===== src/tiny_core_pkg.sv =====
`default_nettype none

package tiny_core_pkg;

    // Operation codes in the top nibble of every instruction word
    typedef enum logic [3:0] {
        OP_ADD  = 4'd0,
        OP_SUB  = 4'd1,
        OP_AND  = 4'd2,
        OP_OR   = 4'd3,
        OP_XOR  = 4'd4,
        OP_ADDI = 4'd5,
        OP_JMP  = 4'd6,
        OP_HALT = 4'd7
    } opcode_t;

    typedef enum logic [2:0] {
        ALU_ADD = 3'd0,
        ALU_SUB = 3'd1,
        ALU_AND = 3'd2,
        ALU_OR  = 3'd3,
        ALU_XOR = 3'd4
    } alu_op_t;

    typedef logic [3:0] reg_addr_t;

    // Register form computes rd = rs1 op rs2
    typedef struct packed {
        opcode_t     opcode;
        reg_addr_t   rd;
        reg_addr_t   rs1;
        reg_addr_t   rs2;
        logic [15:0] unused;
    } r_format_t;

    // Immediate form with a sign-extended imm
    typedef struct packed {
        opcode_t     opcode;
        reg_addr_t   rd;
        reg_addr_t   rs1;
        logic [19:0] imm;
    } i_format_t;

    typedef union packed {
        r_format_t r;
        i_format_t i;
    } instr_t;

endpackage

`default_nettype wire


===== src/program_counter.sv =====
`timescale 1ns/100ps
`default_nettype none

module program_counter #(
    parameter logic [31:0] RESET_PC = 32'd0
) (
    input  wire         clk,
    input  wire         reset,
    input  wire         available, // Request level from control
    input  wire  [31:0] in,        // New PC value
    output logic [31:0] pc,
    output logic        busy
);

    localparam logic [1:0] PC_IDLE        = 2'd0;
    localparam logic [1:0] PC_IN_PROGRESS = 2'd1;
    localparam logic [1:0] PC_DONE        = 2'd2;

    logic [1:0] state;

    always_ff @(posedge clk) begin
        if (reset) begin
            pc    <= RESET_PC;
            busy  <= 1'b0;
            state <= PC_IDLE;
        end else begin
            case (state)
                PC_IDLE: begin
                    busy <= available; // Take the request
                    if (available) begin
                        state <= PC_IN_PROGRESS;
                    end
                end
                PC_IN_PROGRESS: begin
                    pc    <= in;
                    busy  <= 1'b0; // Drop busy once loaded
                    state <= PC_DONE;
                end
                PC_DONE: begin
                    // Hold until the request is withdrawn
                    if (!available) begin
                        state <= PC_IDLE;
                    end
                end
                default: begin
                    busy  <= 1'b0;
                    state <= PC_IDLE;
                end
            endcase
        end
    end

endmodule

`default_nettype wire


===== src/core_control.sv =====
`timescale 1ns/100ps
`default_nettype none

module core_control (
    input  wire                        clk,
    input  wire                        reset,
    input  wire                        run,
    input  wire  tiny_core_pkg::instr_t instr,
    input  wire  [31:0]                pc,
    input  wire                        pc_busy,
    output logic                       pc_available,
    output logic [31:0]                pc_next,
    output tiny_core_pkg::reg_addr_t   rs1_addr,
    output tiny_core_pkg::reg_addr_t   rs2_addr,
    input  wire  [31:0]                rs1_data,
    output tiny_core_pkg::alu_op_t     alu_op,
    output logic                       use_imm,
    output logic [31:0]                imm,
    input  wire  [31:0]                alu_result,
    output logic                       rd_we,
    output tiny_core_pkg::reg_addr_t   rd_addr,
    output logic [31:0]                rd_data,
    output logic                       retire,
    output tiny_core_pkg::reg_addr_t   retire_rd,
    output logic [31:0]                retire_value,
    output logic                       halted
);
    import tiny_core_pkg::*;

    localparam logic [2:0] S_IDLE      = 3'd0;
    localparam logic [2:0] S_FETCH     = 3'd1;
    localparam logic [2:0] S_EXECUTE   = 3'd2;
    localparam logic [2:0] S_WRITEBACK = 3'd3;
    localparam logic [2:0] S_PC_UPDATE = 3'd4;
    localparam logic [2:0] S_HALT      = 3'd5;

    logic [2:0]  state;
    logic        seen_busy; // Counter has acknowledged the request
    logic        is_halt;
    logic        wb_we;
    reg_addr_t   wb_rd;
    logic [31:0] wb_value;
    opcode_t     op;
    logic [31:0] pc_plus4;

    // Both formats share opcode and register fields
    assign op       = instr.r.opcode;
    assign rs1_addr = instr.r.rs1;
    assign rs2_addr = instr.r.rs2;
    assign imm      = {{12{instr.i.imm[19]}}, instr.i.imm};
    assign pc_plus4 = pc + 32'd4;

    always_comb begin
        alu_op  = ALU_ADD;
        use_imm = 1'b0;
        case (op)
            OP_SUB:  alu_op = ALU_SUB;
            OP_AND:  alu_op = ALU_AND;
            OP_OR:   alu_op = ALU_OR;
            OP_XOR:  alu_op = ALU_XOR;
            OP_ADDI: use_imm = 1'b1;
            OP_JMP:  use_imm = 1'b1;
            default: alu_op = ALU_ADD;
        endcase
    end

    always_ff @(posedge clk) begin
        if (reset) begin
            state        <= S_IDLE;
            pc_available <= 1'b0;
            seen_busy    <= 1'b0;
            is_halt      <= 1'b0;
            wb_we        <= 1'b0;
        end else begin
            case (state)
                S_IDLE: if (run) state <= S_FETCH;
                S_FETCH: state <= run ? S_EXECUTE : S_IDLE; // ROM read issued here
                S_EXECUTE: begin
                    state    <= S_WRITEBACK;
                    is_halt  <= (op == OP_HALT);
                    wb_we    <= 1'b0;
                    wb_rd    <= '0;
                    wb_value <= '0;
                    pc_next  <= pc_plus4;
                    case (op)
                        OP_ADD, OP_SUB, OP_AND, OP_OR, OP_XOR, OP_ADDI: begin
                            wb_we    <= 1'b1;
                            wb_rd    <= instr.r.rd;
                            wb_value <= alu_result;
                        end
                        OP_JMP: begin
                            wb_we    <= 1'b1;
                            wb_rd    <= instr.r.rd;
                            wb_value <= pc_plus4;   // Link
                            pc_next  <= rs1_data + imm;
                        end
                        default: wb_we <= 1'b0;  // HALT and unused codes write nothing
                    endcase
                end
                S_WRITEBACK: begin
                    if (is_halt) begin
                        state <= S_HALT;
                    end else begin
                        state        <= S_PC_UPDATE;
                        pc_available <= 1'b1;
                    end
                end
                S_PC_UPDATE: begin
                    if (pc_available && pc_busy) seen_busy <= 1'b1;
                    if (pc_available && seen_busy && !pc_busy) pc_available <= 1'b0;
                    // Counter leaves done on this edge as well
                    if (!pc_available && seen_busy) begin
                        seen_busy <= 1'b0;
                        state     <= S_FETCH;
                    end
                end
                S_HALT: state <= S_HALT; // Only reset leaves
                default: state <= S_IDLE;
            endcase
        end
    end

    assign rd_we        = (state == S_WRITEBACK) && wb_we;
    assign rd_addr      = wb_rd;
    assign rd_data      = wb_value;
    assign retire       = (state == S_WRITEBACK);
    assign retire_rd    = wb_rd;
    assign retire_value = wb_value;
    assign halted       = (state == S_HALT);

endmodule

`default_nettype wire


===== src/instr_rom.sv =====
`timescale 1ns/100ps
`default_nettype none

module instr_rom #(
    parameter int ROM_DEPTH = 64
) (
    input  wire                         clk,
    input  wire                         prog_we,
    input  wire [$clog2(ROM_DEPTH)-1:0] prog_addr,
    input  wire [31:0]                  prog_data,
    input  wire [$clog2(ROM_DEPTH)-1:0] rd_addr,
    output logic [31:0]                 rd_data
);

    logic [31:0] mem [ROM_DEPTH];

    // Load port for use while the core is stopped
    always_ff @(posedge clk) begin
        if (prog_we) begin
            mem[prog_addr] <= prog_data;
        end
    end

    always_ff @(posedge clk) begin
        rd_data <= mem[rd_addr]; // One cycle read latency
    end

endmodule

`default_nettype wire


===== src/register_file.sv =====
`timescale 1ns/100ps
`default_nettype none

module register_file (
    input  wire                           clk,
    input  wire                           reset,
    input  wire tiny_core_pkg::reg_addr_t rs1_addr,
    input  wire tiny_core_pkg::reg_addr_t rs2_addr,
    output logic [31:0]                   rs1_data,
    output logic [31:0]                   rs2_data,
    input  wire                           we,
    input  wire tiny_core_pkg::reg_addr_t wr_addr,
    input  wire [31:0]                    wr_data
);

    logic [31:0] regs [16];

    always_ff @(posedge clk) begin
        if (reset) begin
            for (int i = 0; i < 16; i++) begin
                regs[i] <= '0;
            end
        end else if (we && (wr_addr != 4'd0)) begin
            regs[wr_addr] <= wr_data; // r0 stays zero
        end
    end

    // Combinational read ports
    assign rs1_data = regs[rs1_addr];
    assign rs2_data = regs[rs2_addr];

endmodule

`default_nettype wire


===== src/alu.sv =====
`timescale 1ns/100ps
`default_nettype none

module alu (
    input  wire tiny_core_pkg::alu_op_t op,
    input  wire [31:0]                  a,
    input  wire [31:0]                  b,
    output logic [31:0]                 result
);
    import tiny_core_pkg::*;

    // All arithmetic wraps at 32 bits
    always_comb begin
        case (op)
            ALU_ADD: result = a + b;
            ALU_SUB: result = a - b;
            ALU_AND: result = a & b;
            ALU_OR:  result = a | b;
            ALU_XOR: result = a ^ b;
            default: result = '0;
        endcase
    end

endmodule

`default_nettype wire


===== src/tiny_core.sv =====
`timescale 1ns/100ps
`default_nettype none

module tiny_core #(
    parameter int          ROM_DEPTH = 64,
    parameter logic [31:0] RESET_PC  = 32'd0
) (
    input  wire                         clk,
    input  wire                         reset,
    input  wire                         run,
    input  wire                         prog_we,
    input  wire [$clog2(ROM_DEPTH)-1:0] prog_addr,
    input  wire [31:0]                  prog_data,
    output logic [31:0]                 pc,
    output logic                        retire,
    output tiny_core_pkg::reg_addr_t    retire_rd,
    output logic [31:0]                 retire_value,
    output logic                        halted
);
    import tiny_core_pkg::*;

    localparam int ROM_AW = $clog2(ROM_DEPTH);

    instr_t      instr;
    logic        pc_available;
    logic        pc_busy;
    logic [31:0] pc_next;
    reg_addr_t   rs1_addr;
    reg_addr_t   rs2_addr;
    reg_addr_t   rd_addr;
    logic [31:0] rs1_data;
    logic [31:0] rs2_data;
    logic [31:0] rd_data;
    logic        rd_we;
    alu_op_t     alu_op;
    logic        use_imm;
    logic [31:0] imm;
    logic [31:0] alu_b;
    logic [31:0] alu_result;

    program_counter #(
        .RESET_PC (RESET_PC)
    ) program_counter_i (
        .clk       (clk),
        .reset     (reset),
        .available (pc_available),
        .in        (pc_next),
        .pc        (pc),
        .busy      (pc_busy)
    );

    core_control core_control_i (
        .clk          (clk),
        .reset        (reset),
        .run          (run),
        .instr        (instr),
        .pc           (pc),
        .pc_busy      (pc_busy),
        .pc_available (pc_available),
        .pc_next      (pc_next),
        .rs1_addr     (rs1_addr),
        .rs2_addr     (rs2_addr),
        .rs1_data     (rs1_data),
        .alu_op       (alu_op),
        .use_imm      (use_imm),
        .imm          (imm),
        .alu_result   (alu_result),
        .rd_we        (rd_we),
        .rd_addr      (rd_addr),
        .rd_data      (rd_data),
        .retire       (retire),
        .retire_rd    (retire_rd),
        .retire_value (retire_value),
        .halted       (halted)
    );

    // Word index of the PC addresses the store
    instr_rom #(
        .ROM_DEPTH (ROM_DEPTH)
    ) instr_rom_i (
        .clk       (clk),
        .prog_we   (prog_we),
        .prog_addr (prog_addr),
        .prog_data (prog_data),
        .rd_addr   (pc[ROM_AW+1:2]),
        .rd_data   (instr)
    );

    register_file register_file_i (
        .clk      (clk),
        .reset    (reset),
        .rs1_addr (rs1_addr),
        .rs2_addr (rs2_addr),
        .rs1_data (rs1_data),
        .rs2_data (rs2_data),
        .we       (rd_we),
        .wr_addr  (rd_addr),
        .wr_data  (rd_data)
    );

    assign alu_b = use_imm ? imm : rs2_data; // Operand B select

    alu alu_i (
        .op     (alu_op),
        .a      (rs1_data),
        .b      (alu_b),
        .result (alu_result)
    );

endmodule

`default_nettype wire


===== config.mk =====
export PLATFORM = sky130hd
export DESIGN_NAME = tiny_core
export DESIGN_NICKNAME = d
export VERILOG_FILES = /design/src/tiny_core_pkg.sv /design/src/program_counter.sv /design/src/core_control.sv /design/src/instr_rom.sv /design/src/register_file.sv /design/src/alu.sv /design/src/tiny_core.sv
export SDC_FILE = /design/constraint.sdc
export NUM_CORES = 2
export LEC_CHECK = 0
export BUFFER_PORTS_ARGS = -buffer_cell sky130_fd_sc_hd__buf_2
export CORE_MARGIN = 2
export CORE_UTILIZATION = 50
export CTS_CLUSTER_SIZE = 10
export DETAILED_ROUTE_END_ITERATION = 10
export GPL_TIMING_DRIVEN = 0
export PLACE_DENSITY = 0.65
export SLEW_MARGIN = 20
export SYNTH_ARGS = -nofsm -noshare
export SYNTH_HDL_FRONTEND = slang
export SYNTH_SLANG_ARGS = --single-unit

===== constraint.sdc =====
create_clock -name clk -period 6.4 [get_ports clk]
set_input_delay 0.32 -clock clk [delete_from_list [all_inputs] [get_ports clk]]
set_output_delay 0.32 -clock clk [all_outputs]
set_load 0.01 [all_outputs]

==> metrics.yaml <==
status:
  outcome: "complete, no violations"
finish:
  final_area_um2: 132000
  syn2layout_area_growth_pct: 14.4
  drive_gt1_share_pct: 27.0
  utilization_pct: 57.4
  stdcell_count: 9570
  nets: 6608
placement:
  routabilityCongestion: 0.955
  port_buffers: 107
  dp.cells: 9099
  dpl_cell_area_um2: 122000
  dp_slack_ns: -1.95
  dp_hpwl_um: 243000
critical_path:
  cp-end-kind: "register"
  critical_path_required_ns: 6.98
  cp-start-kind: "register"
  path_class: "reg -> reg"
  worstPathMaxFanout: 10
  crit_arrival_ns: 6.84
logic_synthesis:
  async_flop_share_pct: 0
  yosys-top-cells-area: "edfxtp_1 68%, mux4_2 19%, and2_1 2.7%"
  synth.top_cell.area_share_pct: 68.3
  postSynthAreaPerCell_um2: 19.7
  synth_cell_type_count: 78
  syn_area_um2: 115000
  ys_ff_latch: 2702
  synth_top_area_cell: "edfxtp_1"
  synth_edf_count: 2628
  synthCells: 5850
  yosysWarnings: 0
  synthFlopType: "edfxtp_1"
  yosysSeqAreaShare_pct: 69.6
  synth_common_cells: "2628 x edfxtp_1, 951 x mux4_2, 493 x and2_1"
  synth.most_common_cell: "edfxtp_1"
cts:
  path_clk_slew_ns: 0.06
  h-tree-depth: 5
  cts.sinks: 2702
  clk_latency_ns: 0.96
  cts_buffer_depth: 4
  cts_buffers: 325
  cts_tree: "done"
  clock_tree.root_cell: "clkbuf_16"
global_route:
  grt_pass1_vias: 63100
  grt_use_met2_pct: 50.6
  grt_util_all_layers_pct: 30.2
  overflow: 0
  grt_max_degree: 65
  top_usage_layer: "met2"
  grt_antenna_before_repair: 29
  use_met1_pct: 39.1
  gr-usage-met3_pct: 5.58
  grt_pass1_wl_um: 492000
power:
  p_leak_nw: 42.1
  cellPowerDensity_nw_per_um2: 285
  ir_drop_mv: 0.291
drt:
  drc_errors: 0
  routed_wl_um: 354000
  viasPerCell: 6.59
  antenna_left: 0
  drt-wirelength-per-cell_um: 37.0
  firstDrtPassIters: 8
  drt-initial-drc-count: 8647
  via_count: 63100
timing:
  layout_setup_ws_ns: 0.136
  post-route-period-util_pct: 97.9
  rsz0062_at_grt: "false"
  relSlewSlack_pct: 11.2
  finClkSkew_ns: 0.112
  setup_viol: 0
  post-route-min-period_ns: 6.26
  max_freq_mhz: 160
  finalHoldViolations: 0
  drv_slew: 0
  max_slew.worst_pin.slew_ns: 1.32
floorplan:
  dieHeight_um: 485
  std_cell_rows: 176
  die-width_um: 485
  ioPinCount: 112
  initial_core_util_pct: 50.2
  die_area_um2: 235000
  coreArea_um2: 230000
job:
  drv_cap: 0
worst_hold_path:
  hold_class: "in -> reg"
-- worst paths after layout --
check	cells after the start	slack, ns	start	to
setup / recovery	23	0.14	instr_rom_i.rd_data[17]	core_control_i.rd_data[28]
hold / removal	1	0.02	prog_data[0]	instr_rom_i.mem[54][0]
setup reg to reg	23	0.14	instr_rom_i.rd_data[17]	core_control_i.rd_data[28]
hold reg to reg	2	0.47	core_control_i.pc_next[16]	program_counter_i.pc[16]
-- sequential cells by signal (all words and copies together) (netlist names), 2 cells and up --
signal and cells:
core_control_i.pc_next 32, core_control_i.rd_addr 4, register_file_i.regs 512, instr_rom_i.mem 2048, core_control_i.state 3, instr_rom_i.rd_data 32, program_counter_i.state 2, program_counter_i.pc 32
core_control_i.rd_data 32
-- placed cells by master (no fill, tap or decap), drive strengths merged, types with 31 or more instances in the layout --
| cell | netlist | final |
|---|---|---|
| nand2 | 152 | 152 |
| xor2 | 35 | 35 |
| o21ai | 69 | 69 |
| and2 | 493 | 493 |
| buf | 106 | 289 |
| conb | 1 | 32 |
| mux4 | 966 | 966 |
| edfxtp | 2628 | 2628 |
| ha | 129 | 129 |
| clkbuf | 263 | 682 |
| mux2i | 41 | 41 |
| nor3 | 31 | 31 |
| inv | 85 | 91 |
| dfxtp | 74 | 74 |
| a21oi | 131 | 131 |
| nor2 | 194 | 194 |
| xnor2 | 75 | 75 |
-- layer usage --
layer	part of all wire, %	up-vias
met1	37	33700
li1	-	25100
met3	8.6	798
met5	0.041	-
met4	4.8	24
met2	50	3496
-- worst max-delay path, cell delays in order, from the launching register on --
cell and delay, ns:
dfxtp_4 0.42, buf_8 0.19, buf_6 0.24, buf_6 0.25, buf_6 0.27, mux4_2 0.41
nor3_1 0.23, a211oi_1 0.14, a21oi_2 0.15, buf_4 0.15, nand3_2 0.14, nor2_4 0.16
nand3_2 0.21, o31ai_4 0.33, xnor2_1 0.11, ha_2 0.42, nand4_1 0.25, nor2_1 0.16
nand2_1 0.16, o31a_1 0.48, o211a_1 0.33, o31ai_1 0.34, xnor2_1 0.16, o221ai_1 0.15
-- through the flow --
stage | power, mW | TNS, ns | hold WS [ns]
after floorplan | 21.1 | 0 | 0.419
after detailed placement | 21.9 | -35.43 | 0.468
after global placement | 21.8 | -46.66 | 0.469
after CTS | 37.7 | 0 | 0.00758
final | 37.6 | 0 | 0.0249
after global routing | 38.5 | 0 | 0.0110
-- where the power goes --
group	internal [mW]	switching, mW	leakage, nW
Sequential	19.6	0.110	24.9
Clock	9.24	6.72	4.23
Combinational	0.656	1.23	13.0
Total	29.5	8.06	42.1
-- timing repair --
action / in CTS / in global routing
setup endpoints to repair: 43 / 14
hold endpoints to repair: 605 / 180
resized for setup: 100 / 37
buffers inserted: 1 / 3
pin swaps: 2 / 2
hold buffers: 20 / 9
-- logic make-up (layout without fill, tap and decap cells) --
logic type | after synthesis | in the layout | share of synthesized area, %
flip-flops | 2702 | 2702 | 69.6
multiplexers | 1008 | 1008 | 19.3
AO/OA/AOI/OAI | 413 | 413 | 2.34
AND/OR/NAND/NOR | 1031 | 1031 | 4.86
XOR/XNOR | 110 | 110 | 0.834
adder cells (fa/ha/maj) | 131 | 131 | 1.43
other | 1 | 45 | 0.00325
buffers and inverters | 454 | 1104 | 1.64
-- final cells by class --
class | count | area (µm²)
fillers | 16900 | 97900
flip-flops and latches | 2702 | 80400
multi-input cells | 2725 | 34100
clock buffers | 405 | 8510
well taps | 3026 | 3790
repair buffers | 227 | 2910
plain buffers | 369 | 1810
inverters | 85 | 319
clock inverters | 18 | 190
diodes | 13 | 32.5
Power figures use the tool's default switching activity.
